[src/hw/long_div_pkg.sv]
`default_nettype none

package long_div_pkg;

	// dividend and quotient width
	localparam int DIVIDEND_W = 16;

	// divisor and remainder width
	localparam int DIVISOR_W = 8;

	// command tag, echoed with the result
	localparam int TAG_W = 4;

	// radix 16, one hex digit per step
	localparam int DIGIT_W = 4;
	localparam int NUM_DIGITS = DIVIDEND_W / DIGIT_W;

	// core FSM, one bit is enough
	typedef enum logic
	{
		DIV_IDLE,
		DIV_WORK
	} div_state_e;

endpackage

`default_nettype wire
[src/hw/div_if.sv]
`timescale 1ns/1ps
`default_nettype none

// command channel, queue to core
interface div_cmd_if import long_div_pkg::*; ();

	logic valid;
	logic [DIVIDEND_W-1:0] dividend;
	logic [DIVISOR_W-1:0] divisor;
	logic [TAG_W-1:0] tag;
	// one-cycle pulse, core back to idle
	logic credit;

	modport source (output valid, dividend, divisor, tag, input credit);
	modport sink (input valid, dividend, divisor, tag, output credit);

endinterface

// result channel, core to result queue
interface div_res_if import long_div_pkg::*; ();

	logic valid;
	logic [DIVIDEND_W-1:0] quotient;
	logic [DIVISOR_W-1:0] remainder;
	logic [TAG_W-1:0] tag;
	// one pulse per entry leaving the result queue
	logic credit;

	modport source (output valid, quotient, remainder, tag, input credit);
	modport sink (input valid, quotient, remainder, tag, output credit);

endinterface

`default_nettype wire

[src/hw/div_unit_top.sv]
`timescale 1ns/1ps
`default_nettype none

module div_unit_top import long_div_pkg::*; #(
	parameter int CMD_DEPTH = 4,
	parameter int RES_DEPTH = 4,
	parameter int CONS_CREDITS = 2
) (
	input logic clk,
	input logic rst_n,
	// command side, sender starts with CMD_DEPTH credits
	input logic cmd_valid,
	input logic [DIVIDEND_W-1:0] cmd_dividend,
	input logic [DIVISOR_W-1:0] cmd_divisor,
	input logic [TAG_W-1:0] cmd_tag,
	output logic cmd_credit,
	// result side, in command order
	output logic res_valid,
	output logic [DIVIDEND_W-1:0] res_quotient,
	output logic [DIVISOR_W-1:0] res_remainder,
	output logic [TAG_W-1:0] res_tag,
	input logic res_credit
);

	div_cmd_if u_cmd_if ();
	div_res_if u_res_if ();

	// front queue
	div_cmd_queue #(
		.CMD_DEPTH(CMD_DEPTH)
	) u_div_cmd_queue (
		.clk(clk),
		.rst_n(rst_n),
		.cmd_valid(cmd_valid),
		.cmd_dividend(cmd_dividend),
		.cmd_divisor(cmd_divisor),
		.cmd_tag(cmd_tag),
		.cmd_credit(cmd_credit),
		.core(u_cmd_if)
	);

	// one division at a time
	long_div_radix16 #(
		.RES_DEPTH(RES_DEPTH)
	) u_long_div_radix16 (
		.clk(clk),
		.rst_n(rst_n),
		.cmd(u_cmd_if),
		.res(u_res_if)
	);

	// back queue, gated by consumer credits
	div_result_queue #(
		.RES_DEPTH(RES_DEPTH),
		.CONS_CREDITS(CONS_CREDITS)
	) u_div_result_queue (
		.clk(clk),
		.rst_n(rst_n),
		.res(u_res_if),
		.res_valid(res_valid),
		.res_quotient(res_quotient),
		.res_remainder(res_remainder),
		.res_tag(res_tag),
		.res_credit(res_credit)
	);

endmodule

`default_nettype wire

[src/hw/div_result_queue.sv]
`timescale 1ns/1ps
`default_nettype none

module div_result_queue import long_div_pkg::*; #(
	parameter int RES_DEPTH = 4,
	parameter int CONS_CREDITS = 2
) (
	input logic clk,
	input logic rst_n,
	div_res_if.sink res,
	output logic res_valid,
	output logic [DIVIDEND_W-1:0] res_quotient,
	output logic [DIVISOR_W-1:0] res_remainder,
	output logic [TAG_W-1:0] res_tag,
	input logic res_credit
);

	localparam int PTR_W = $clog2(RES_DEPTH);
	// headroom for credits granted ahead of results
	localparam int CRED_W = 8;

	logic [DIVIDEND_W-1:0] quo_mem [RES_DEPTH];
	logic [DIVISOR_W-1:0] rem_mem [RES_DEPTH];
	logic [TAG_W-1:0] tag_mem [RES_DEPTH];

	logic [PTR_W-1:0] wr_ptr;
	logic [PTR_W-1:0] rd_ptr;
	logic [PTR_W:0] count;
	logic [CRED_W-1:0] cons_cnt;
	logic emit;

	// needs an entry and a consumer credit
	assign emit = (cons_cnt != '0) && (count != '0);

	assign res_valid = emit;
	assign res_quotient = quo_mem[rd_ptr];
	assign res_remainder = rem_mem[rd_ptr];
	assign res_tag = tag_mem[rd_ptr];

	// slot back to the core
	assign res.credit = emit;

	// core holds a slot for every result, never full here
	always_ff @(posedge clk)
	begin
		if (res.valid)
		begin
			quo_mem[wr_ptr] <= res.quotient;
			rem_mem[wr_ptr] <= res.remainder;
			tag_mem[wr_ptr] <= res.tag;
		end
	end

	always_ff @(posedge clk or negedge rst_n)
	begin
		if (!rst_n)
		begin
			wr_ptr <= '0;
			rd_ptr <= '0;
			count <= '0;
			cons_cnt <= CRED_W'(CONS_CREDITS);
		end
		else
		begin
			if (res.valid)
				wr_ptr <= wr_ptr + 1'b1;
			if (emit)
				rd_ptr <= rd_ptr + 1'b1;
			if (res.valid && !emit)
				count <= count + 1'b1;
			else if (!res.valid && emit)
				count <= count - 1'b1;
			// spend on emit, grant on res_credit
			if (emit && !res_credit)
				cons_cnt <= cons_cnt - 1'b1;
			else if (!emit && res_credit)
				cons_cnt <= cons_cnt + 1'b1;
		end
	end

endmodule

`default_nettype wire

[src/hw/long_div_radix16.sv]
`timescale 1ns/1ps
`default_nettype none

module long_div_radix16 import long_div_pkg::*; #(
	parameter int RES_DEPTH = 4
) (
	input logic clk,
	input logic rst_n,
	div_cmd_if.sink cmd,
	div_res_if.source res
);

	localparam int RADIX = 2 ** DIGIT_W;
	// 15 * 255 still fits
	localparam int MULT_W = DIVISOR_W + DIGIT_W;
	localparam int CNT_W = $clog2(NUM_DIGITS);
	localparam int SLOT_W = $clog2(RES_DEPTH + 1);

	div_state_e state;

	// 1x .. 15x the divisor
	logic [MULT_W-1:0] mult [1:RADIX-1];
	logic [DIVIDEND_W-1:0] dvd;
	logic [DIVIDEND_W-1:0] quo;
	logic [DIVISOR_W-1:0] rem;
	logic [TAG_W-1:0] tag_q;
	logic [DIVISOR_W-1:0] divisor_eff;

	logic [CNT_W-1:0] cnt;
	// command captured but waiting on a result slot
	logic pending;
	logic [SLOT_W-1:0] free_slots;
	logic capture;
	logic start;

	logic [MULT_W-1:0] shifted;
	logic [MULT_W-1:0] sel_mult;
	logic [MULT_W-1:0] diff;
	logic [DIGIT_W-1:0] digit;

	assign capture = (state == DIV_IDLE) && cmd.valid;
	assign start = (state == DIV_IDLE) && (cmd.valid || pending) && (free_slots != '0);

	// zero divisor gets the 1..15 table, dividend forced to zero below
	assign divisor_eff = (cmd.divisor == '0) ? DIVISOR_W'(1) : cmd.divisor;

	// bring down the next dividend digit
	assign shifted = {rem, dvd[DIVIDEND_W-1 -: DIGIT_W]};

	// four-level search, msb of the digit first
	always_comb
	begin : digit_search
		logic [DIGIT_W-1:0] trial;
		digit = '0;
		sel_mult = '0;
		for (int b = DIGIT_W - 1; b >= 0; b--)
		begin
			trial = digit | DIGIT_W'(1 << b);
			if (mult[trial] <= shifted)
			begin
				digit = trial;
				sel_mult = mult[trial];
			end
		end
	end

	// always below the divisor, upper bits drop
	assign diff = shifted - sel_mult;

	assign res.quotient = quo;
	assign res.remainder = rem;
	assign res.tag = tag_q;

	// datapath
	always_ff @(posedge clk)
	begin
		if (capture)
		begin
			for (int k = 1; k < RADIX; k++)
				mult[k] <= MULT_W'(divisor_eff * k);
			dvd <= (cmd.divisor == '0) ? '0 : cmd.dividend;
			rem <= '0;
			tag_q <= cmd.tag;
		end
		else if (state == DIV_WORK)
		begin
			dvd <= dvd << DIGIT_W;
			rem <= diff[DIVISOR_W-1:0];
			quo <= {quo[DIVIDEND_W-DIGIT_W-1:0], digit};
		end
	end

	always_ff @(posedge clk or negedge rst_n)
	begin
		if (!rst_n)
		begin
			state <= DIV_IDLE;
			cnt <= '0;
			pending <= 1'b0;
			res.valid <= 1'b0;
			cmd.credit <= 1'b0;
		end
		else
		begin
			res.valid <= 1'b0;
			cmd.credit <= 1'b0;
			case (state)
				DIV_IDLE:
				begin
					if (start)
					begin
						state <= DIV_WORK;
						cnt <= CNT_W'(NUM_DIGITS - 1);
						pending <= 1'b0;
					end
					else if (cmd.valid)
					begin
						pending <= 1'b1;
					end
				end
				DIV_WORK:
				begin
					cnt <= cnt - 1'b1;
					// last digit, result and credit next cycle
					if (cnt == '0)
					begin
						state <= DIV_IDLE;
						res.valid <= 1'b1;
						cmd.credit <= 1'b1;
					end
				end
				default:
					state <= DIV_IDLE;
			endcase
		end
	end

	// free result slots, spent on start
	always_ff @(posedge clk or negedge rst_n)
	begin
		if (!rst_n)
			free_slots <= SLOT_W'(RES_DEPTH);
		else if (start && !res.credit)
			free_slots <= free_slots - 1'b1;
		else if (!start && res.credit)
			free_slots <= free_slots + 1'b1;
	end

endmodule

`default_nettype wire

[src/hw/div_cmd_queue.sv]
`timescale 1ns/1ps
`default_nettype none

module div_cmd_queue import long_div_pkg::*; #(
	parameter int CMD_DEPTH = 4
) (
	input logic clk,
	input logic rst_n,
	input logic cmd_valid,
	input logic [DIVIDEND_W-1:0] cmd_dividend,
	input logic [DIVISOR_W-1:0] cmd_divisor,
	input logic [TAG_W-1:0] cmd_tag,
	output logic cmd_credit,
	div_cmd_if.source core
);

	localparam int PTR_W = $clog2(CMD_DEPTH);

	// entry storage
	logic [DIVIDEND_W-1:0] dividend_mem [CMD_DEPTH];
	logic [DIVISOR_W-1:0] divisor_mem [CMD_DEPTH];
	logic [TAG_W-1:0] tag_mem [CMD_DEPTH];

	// pointers wrap on their own, depth is a power of two
	logic [PTR_W-1:0] wr_ptr;
	logic [PTR_W-1:0] rd_ptr;
	logic [PTR_W:0] count;

	// single credit toward the core
	logic core_credit;
	logic issue;

	// head goes out the cycle it is both present and allowed
	assign issue = core_credit && (count != '0);

	assign core.valid = issue;
	assign core.dividend = dividend_mem[rd_ptr];
	assign core.divisor = divisor_mem[rd_ptr];
	assign core.tag = tag_mem[rd_ptr];

	// slot freed, sender gets one back
	assign cmd_credit = issue;

	// sender owns the credits, no full check here
	always_ff @(posedge clk)
	begin
		if (cmd_valid)
		begin
			dividend_mem[wr_ptr] <= cmd_dividend;
			divisor_mem[wr_ptr] <= cmd_divisor;
			tag_mem[wr_ptr] <= cmd_tag;
		end
	end

	always_ff @(posedge clk or negedge rst_n)
	begin
		if (!rst_n)
		begin
			wr_ptr <= '0;
			rd_ptr <= '0;
			count <= '0;
			// core starts out ready
			core_credit <= 1'b1;
		end
		else
		begin
			if (cmd_valid)
				wr_ptr <= wr_ptr + 1'b1;
			if (issue)
				rd_ptr <= rd_ptr + 1'b1;
			if (cmd_valid && !issue)
				count <= count + 1'b1;
			else if (!cmd_valid && issue)
				count <= count - 1'b1;
			// spent on issue, refilled by the core's pulse
			if (issue)
				core_credit <= 1'b0;
			else if (core.credit)
				core_credit <= 1'b1;
		end
	end

endmodule

`default_nettype wire

[config.mk]
export PLATFORM = sky130hd
export DESIGN_NAME = div_unit_top
export DESIGN_NICKNAME = d
export VERILOG_FILES = /design/src/hw/long_div_pkg.sv /design/src/hw/div_if.sv /design/src/hw/div_unit_top.sv /design/src/hw/div_result_queue.sv /design/src/hw/long_div_radix16.sv /design/src/hw/div_cmd_queue.sv
export SDC_FILE = /design/constraint.sdc
export NUM_CORES = 1
export LEC_CHECK = 0
export BUFFER_PORTS_ARGS = -buffer_cell sky130_fd_sc_hd__buf_4
export CORE_MARGIN = 5
export CORE_UTILIZATION = 57
export CTS_BUF_LIST = sky130_fd_sc_hd__clkbuf_16
export CTS_CLUSTER_SIZE = 28
export DETAILED_ROUTE_END_ITERATION = 8
export GPL_TIMING_DRIVEN = 0
export PLACE_DENSITY = 0.77
export SLEW_MARGIN = 40
export SYNTH_ARGS = -nofsm -noshare
export SYNTH_HDL_FRONTEND = slang
export SYNTH_HIERARCHICAL = 1
export SYNTH_SLANG_ARGS = --single-unit
[constraint.sdc]
create_clock -name clk -period 8.5 [get_ports clk]
set_input_delay 0 -clock clk [delete_from_list [all_inputs] [get_ports clk]]
set_output_delay 0 -clock clk [all_outputs]
set_load 0.01 [all_outputs]
* Word level (Yosys, flattened, before mapping)
Memory sizes are Yosys's and may differ from the RTL's. A register that Yosys moved wholly into a read port is not among the register bits.
Cells that the tools add are included.
** Word-level totals
- Flip-flop bits (word level) :: 71
- Latch bits :: 0
- Memory bits (writable) :: 404
- Memory bits (read-only) :: 0
- Input port bits :: 32
- Output and inout bits :: 30
- Memories :: 7
** Memories
- u_long_div_radix16.mult :: depth 15, width 12, rd ports 4, clocked after memory_dff 0, wr ports 15, RTL line long_div_radix16.sv:22 : logic [MULT_W-1:0] mult [1:RADIX-1];
- u_div_cmd_queue.dividend_mem :: depth 4, width 16, rd ports 1, clocked after memory_dff 0, wr ports 1, RTL line div_cmd_queue.sv:20 : logic [DIVIDEND_W-1:0] dividend_mem [CMD_DEPTH];
- u_div_result_queue.quo_mem :: depth 4, width 16, rd ports 1, clocked after memory_dff 0, wr ports 1, RTL line div_result_queue.sv:22 : logic [DIVIDEND_W-1:0] quo_mem [RES_DEPTH];
- u_div_cmd_queue.divisor_mem :: depth 4, width 8, rd ports 1, clocked after memory_dff 0, wr ports 1, RTL line div_cmd_queue.sv:21 : logic [DIVISOR_W-1:0] divisor_mem [CMD_DEPTH];
- u_div_result_queue.rem_mem :: depth 4, width 8, rd ports 1, clocked after memory_dff 0, wr ports 1, RTL line div_result_queue.sv:23 : logic [DIVISOR_W-1:0] rem_mem [RES_DEPTH];
- u_div_cmd_queue.tag_mem :: depth 4, width 4, rd ports 1, clocked after memory_dff 1, wr ports 1, RTL line div_cmd_queue.sv:22 : logic [TAG_W-1:0] tag_mem [CMD_DEPTH];
- 1 more memories
** Operators by class
- $add $sub $neg :: 14
- Multiply operators :: 11
- Divide/modulo/power cells :: 0
- $lt $le $gt $ge :: 4
- Eq/ne operators :: 1
- Shift operators :: 0
- Mux-type cells :: 36
- Bitwise gates (word level) :: 2
- Reductions and logical operators :: 35
** Operators by type and width (number)
- $mux W8 :: 7
- $le A12 B12 Y1 :: 4
- $mul A8 B4 Y12 const B :: 4
- $mux W16 :: 3
- $mul A8 B3 Y11 const B :: 4
- $mul A8 B2 Y10 const B :: 3
- $mux W3 :: 7
- $mux W1 :: 14
- $reduce_bool A2 Y1 :: 7
- $logic_and A1 B1 Y1 :: 13
- $add A3 B1 Y3 const B :: 3
- $reduce_bool A3 Y1 :: 3
- $sub A3 B1 Y3 const B :: 3
- $add A2 B1 Y2 const B :: 4
- $add A8 B1 Y8 const B :: 1
- $logic_not A8 Y1 :: 1
- $reduce_bool A8 Y1 :: 1
- $sub A8 B1 Y8 const B :: 1
- $sub A8 B8 Y8 :: 1
- $logic_not A1 Y1 :: 6
- $mux W2 :: 2
- $mux W4 :: 1
- $pmux W2 S2 :: 1
- $reduce_and A2 Y1 :: 2
- 6 further kinds :: 7

* Logic depth before layout (Yosys ltp)
An unclocked memory read counts as a cell.
- Depth in word-level cells :: 13
- Mapped depth :: 48

* Cells and area by module
The synthesis kept the hierarchy.
** By module, submodules not included
- long_div_radix16 :: times used 1, cells an instance 836, area each 9158.8 um^2, seq. area each 3574.7 um^2
- div_result_queue :: times used 1, cells an instance 268, area each 5161.2 um^2, seq. area each 3739.8 um^2
- div_cmd_queue :: times used 1, cells an instance 184, area each 4486.8 um^2, seq. area each 3564.7 um^2

* Least setup slack after synthesis
Ideal clock, no wire load.
- Path type :: register -> register
- Start :: register u_long_div_radix16.rem[6] (netlist: u_long_div_radix16/res.remainder[6])
- End :: register u_long_div_radix16.rem[7] (netlist: u_long_div_radix16/res.remainder[7])
- Library setup time :: 0.077 ns
- Data arrival time :: 9.281 ns
- Path slack :: -0.858 ns
- Cell stages (with the launch flop) :: 45
- Path buffers :: 8
- Period minus slack after synthesis :: 9.358 ns
- Path through :: dfxtp_1 inv_1 ha_1 nand3_2 o41ai_1 a41o_1 buf_6 buf_2 inv_1 clkbuf_1 nand2_1 nand2_1 ha_1 nand4_1 nor3_1 a2111oi_2 nor2_1 buf_2 [... 9 more ...] nand2_1 a32o_1 ha_1 nand4_1 or2_2 a21oi_1 clkbuf_1 nand3_1 a21boi_0 ha_1 nor2b_1 o21ai_0 a21boi_0 o21ai_0 a21oi_1 or3_1 a211o_1 o211ai_2
** On the way
- Cells in the longest elaborated chain, start to end :: 12
- Elaborated cells on any way between the ends :: 13
- Classes of those cells :: 1 x add/sub; 4 x order compare; 7 x mux; 1 x memory
** RTL lines
- start, declared :: RTL line long_div_radix16.sv:25 : logic [DIVISOR_W-1:0] rem;
- start signal, assigned :: RTL line long_div_radix16.sv:88 : rem <= diff[DIVISOR_W-1:0];
- $le A12 B12 Y1 :: RTL line long_div_radix16.sv:59 : if (mult[trial] <= shifted)
- $mux W4 :: RTL line long_div_radix16.sv:59
- $mem_v2 Z15 W12
- $le A12 B12 Y1 :: RTL line long_div_radix16.sv:59
- $mux W3 :: RTL line long_div_radix16.sv:59
- $mem_v2 Z15 W12
- $le A12 B12 Y1 :: RTL line long_div_radix16.sv:59
- $mux W2 :: RTL line long_div_radix16.sv:59
- $mem_v2 Z15 W12
- $le A12 B12 Y1 :: RTL line long_div_radix16.sv:59
- $mux W8 * :: RTL line long_div_radix16.sv:59
- $sub A8 B8 Y8 * :: RTL line long_div_radix16.sv:68 : assign diff = shifted - sel_mult;
Every way passes the cells marked *; elsewhere a longest branch is shown, timed or not.
A chain may end at the register's enable or synchronous reset.

* Final worst setup path
- Start :: register u_long_div_radix16.rem[3] (netlist: u_long_div_radix16/res.remainder[3])
- End :: register u_long_div_radix16.rem[7] (netlist: u_long_div_radix16/res.remainder[7])
** On the way
- Cells in the longest elaborated chain, start to end :: 12
- Elaborated cells on any way between the ends :: 13
- Classes of those cells :: 1 x add/sub; 4 x order compare; 7 x mux; 1 x memory
** RTL lines
- $le A12 B12 Y1 * :: RTL line long_div_radix16.sv:59
- $mux W4 * :: RTL line long_div_radix16.sv:59
- named net u_long_div_radix16.digit[3] :: RTL line long_div_radix16.sv:39 : logic [DIGIT_W-1:0] digit;
- $mem_v2 Z15 W12
- $le A12 B12 Y1 :: RTL line long_div_radix16.sv:59
- $mux W3 :: RTL line long_div_radix16.sv:59
- $mem_v2 Z15 W12
- $le A12 B12 Y1 :: RTL line long_div_radix16.sv:59
- $mux W2 :: RTL line long_div_radix16.sv:59
- $mem_v2 Z15 W12
- $le A12 B12 Y1 :: RTL line long_div_radix16.sv:59
- $mux W8 * :: RTL line long_div_radix16.sv:59
- $sub A8 B8 Y8 * :: RTL line long_div_radix16.sv:68
Mark *: on every way through the listed nets, which the timed path passes. The rest lies on a longest branch.

==> summary.txt <==
Worst setup path
  • Crit start category: flop
  • CP delay by family, top: compound AO/OA/AOI/OAI gates
  • Required time of the critical path: around 9.0 ns
  • Buffer and inverter count on the worst path: 13
  • Setup Crit Path Kind: reg -> reg
  • FF-to-FF setup slack: about 0.033 ns
  • Critical path depth in cells: 42
  • Crit. End Element: flop
  • Slowest Stage Delay on Critical Path: ~0.39 ns
  • Most frequent CP cell: buf_12
  • Reg2reg start: u_long_div_radix16/res.remainder[3]$_SDFFE_PP0P_
  • CP max stage cell: dfxtp_4
  • R2r endpoint: u_long_div_radix16/res.remainder[7]$_SDFFE_PP0P_
  • Critical path arrival: roughly 8.9 ns
  • Critical Path Fanout Max: 10
  • Worst Reg2Reg Path Length in Cells: between 40 and 50

Yosys
  • #FFs+latches synth: 370
  • Post-synth EDFFs: 331
  • Leading area contributor after synthesis: edfxtp_1
  • Mean post-synth cell area: 14.6 um2
  • Distinct cells, synth: 67
  • Most instantiated cells after synthesis: 331 x edfxtp_1, 128 x ha_1, 110 x inv_1
  • Ranking of synthesized cells by area: edfxtp_1 53%, ha_1 8.5%, mux4_2 8.4%
  • Register area share after synthesis: 0.578
  • Post-synth ARST share: 0.0838
  • Cells after Synth: ~1.3k
  • Synth warn: 6
  • Net Count, Synth: ~1.5k
  • Cell Area, Synth: 0.0188 mm2
  • Top-count cell post-synth: edfxtp_1
  • Yosys top cell area share: 0.529
  • Top_reg_cell synth: edfxtp_1

Cells and area
  • Final instance area: ~0.023 mm2
  • Fin cells: 1944
  • Fraction of layout cells with a size suffix above 1: 0.254
  • Ant. Diodes: 0
  • Fin nets: ~1.7k
  • Area Overhead vs Synth: 20.6%

CTS
  • Clk_lat worst skew: ~0.53 ns
  • Clock sinks: between 300 and 400
  • Level count of the clock H-tree: 2
  • Clock-pin transition on the worst setup and hold timing paths: 0.06 ns
  • CTS tree: yes
  • Num CTS Buffers: 38
  • Clk root buf: clkbuf_16
  • CTS max path bufs: 3

Routing
  • Routed via count: roughly 11k
  • Vias per cell: 5.69
  • First DRT Iteration DRCs: between 700 and 800
  • Remaining DRCs: 0
  • Routed wire length per instance: around 20 um
  • Routed Antenna Nets: 0
  • First-pass iteration count of the detailed router: 6
  • Total Routed Length: 39500 um

Place
  • Routability cong.: 0.862
  • Post-DP HPWL: ~28000 um
  • Placed insts: between 1.5k and 2k
  • Cell Area, Placed: between 0.02 and 0.025 mm2
  • I/O Buffers: between 60 and 70

GRT
  • First-pass GRT wire length: ~63000 um
  • Initial antenna violation count: 0
  • Grt ovf: 0
  • Vias in the first global route: between 10k and 15k
  • Total GRT Usage: 0.219
  • Largest net degree at the start of global routing: 42

Timing
  • Slew Limit Fails: 0
  • # setup viols final: 0
  • Final period util: 0.996
  • Min Tclk post-route: around 8.5 ns
  • Fin. Hold Viols: 0
  • Worst slew pin tran: approximately 0.8 ns
  • RSZ-0062 raised after global routing: yes
  • Max Fclk: between 0.1 and 0.15 GHz
  • Clock Skews: between 0.02 and 0.03 ns
  • Setup_tns: 0 ns
  • Slew HR: 0.479

Power and ir drop
  • Internal: between 3000 and 4000 uW
  • VDD IR max: 0.196 mV
  • Power Density: around 240 mW/mm2
  • Clock network power share: 0.329
  • Switching Fraction: 0.280
  • Flop pwr share: 0.422
  • Sw power: roughly 1500 uW
  • Pleak: between 0.008 and 0.009 uW
  • Comb power frac: 0.249

Floorplan
  • Initial Util: 0.578
  • Die Height: 192 um
  • Core ar.: around 0.033 mm2
  • Die W: 192 um
  • Die Area: around 0.037 mm2
  • Top Ports: 62
  • # rows: 66

Run status
  • Status: completed

Job
  • Max_cap viols: 0

Min path
  • Worst min-delay path category: in -> async
-- metal layers --
layer / track usage / vias up / wire, um
met2: 0.380 / 296 / 20200
met3: 0.0269 / 69 / 1650
met1: 0.291 / 5535 / 16600
li1: - / 5165 / -
met4: 0.0693 / 0 / 1060
met5: 0 / - / 0
-- worst reg2reg max path: cells and delay by family, from the launching register on --
family	cells	cell delay, ns
and+or+nand+nor	8	1.36
DFF	1	0.39
AOI/OAI and AO/OA	13	2.78
buffers and inverters	13	1.71
adders and majority gates	5	1.39
muxes	3	0.78
-- cell type report --
class,count,area [um2]
sequential,370,10900
fill,2107,9860
clock inverter,32,413
clock buffer,38,951
multi-input combinational,758,7640
inverter,111,429
tap,442,553
timing repair buffer,146,1420
buffer,47,365
-- how the worst max path moves through the flow --
stage                                                                 from                                               end  slack, ns
after floorplan           u_long_div_radix16/res.remainder[5]$_SDFFE_PP0P_  u_long_div_radix16/res.remainder[7]$_SDFFE_PP0P_       0.02
after global placement    u_long_div_radix16/res.remainder[1]$_SDFFE_PP0P_  u_long_div_radix16/res.remainder[7]$_SDFFE_PP0P_      -1.41
after detailed placement  u_long_div_radix16/res.remainder[1]$_SDFFE_PP0P_  u_long_div_radix16/res.remainder[7]$_SDFFE_PP0P_      -1.70
after CTS                          u_long_div_radix16/mult[9][2]$_DFFE_PP_  u_long_div_radix16/res.remainder[7]$_SDFFE_PP0P_      -0.02
after global routing      u_long_div_radix16/res.remainder[3]$_SDFFE_PP0P_  u_long_div_radix16/res.remainder[7]$_SDFFE_PP0P_      -0.24
final                     u_long_div_radix16/res.remainder[3]$_SDFFE_PP0P_  u_long_div_radix16/res.remainder[7]$_SDFFE_PP0P_       0.03
-- kinds of logic (layout without fill, tap and decap cells) --
kind of cell    Yosys count  after routing  synth area share
compound gates          170            170            0.0575
xor+xnor                 75             75            0.0349
fa+ha+maj               164            164             0.123
buf+inv                 160            374            0.0361
flops                   370            370             0.578
mux                     110            110             0.106
simple gates            239            239            0.0632
-- layout by cell type (no fill, tap or decap), drive strengths merged, types with 41 or more instances in the layout --
master,count
edfxtp,331
buf,144
ha,128
inv,113
nand2,83
mux4,70
clkbuf,57
a21oi,52
xnor2,43
nor2,41
-- flip-flops by register name, summed over array words and instances, names as in the netlist, 2 cells and up --
name                              flops
u_div_result_queue/wr_ptr             2
u_long_div_radix16/res.tag            4
u_div_result_queue/tag_mem           16
u_long_div_radix16/mult              71
u_div_result_queue/rem_mem           32
u_div_cmd_queue/wr_ptr                2
u_long_div_radix16/cnt                2
u_long_div_radix16/res.remainder      8
u_div_cmd_queue/divisor_mem          32
u_long_div_radix16/res.quotient      16
u_div_cmd_queue/dividend_mem         64
u_div_cmd_queue/rd_ptr                2
u_div_result_queue/quo_mem           64
u_div_cmd_queue/count                 3
u_long_div_radix16/dvd               16
u_div_result_queue/rd_ptr             2
u_div_result_queue/count              3
u_div_result_queue/cons_cnt           8
u_long_div_radix16/free_slots         3
u_div_cmd_queue/tag_mem              16
-- power groups by stage --
| stage | registers [uW] | clock network [uW] | logic [uW] |
|---|---|---|---|
| after floorplan | 2280 | 0 | 945 |
| after global placement | 2290 | 0 | 1220 |
| after detailed placement | 2290 | 0 | 1300 |
| after CTS | 2250 | 1790 | 1330 |
| after global routing | 2260 | 1870 | 1490 |
| final | 2250 | 1760 | 1330 |
-- stage by stage --
stage | utilization | power (uW) | setup slack, ns | hold WS (ns)
2_1_floorplan | - | 3220 | 0.0200 | -0.296
3_3_place_gp | 0.612 | 3500 | -1.41 | -0.0341
3_5_place_dp | 0.621 | 3590 | -1.70 | -0.0340
4_1_cts | 0.690 | 5380 | -0.0216 | 0.0159
5_1_grt | 0.697 | 5620 | -0.237 | 0.0345
6_report | 0.697 | 5340 | 0.0332 | 0.0245
-- repair_timing --
item	CTS	global route
endpoints found under the setup margin	8	5
hold buffers	31	0
setup buffers	32	11
gates resized for setup	75	34
cloned	1	0
hold endpoints to repair	147	0
pin swaps	36	21
(Power assumes the default switching activity.)
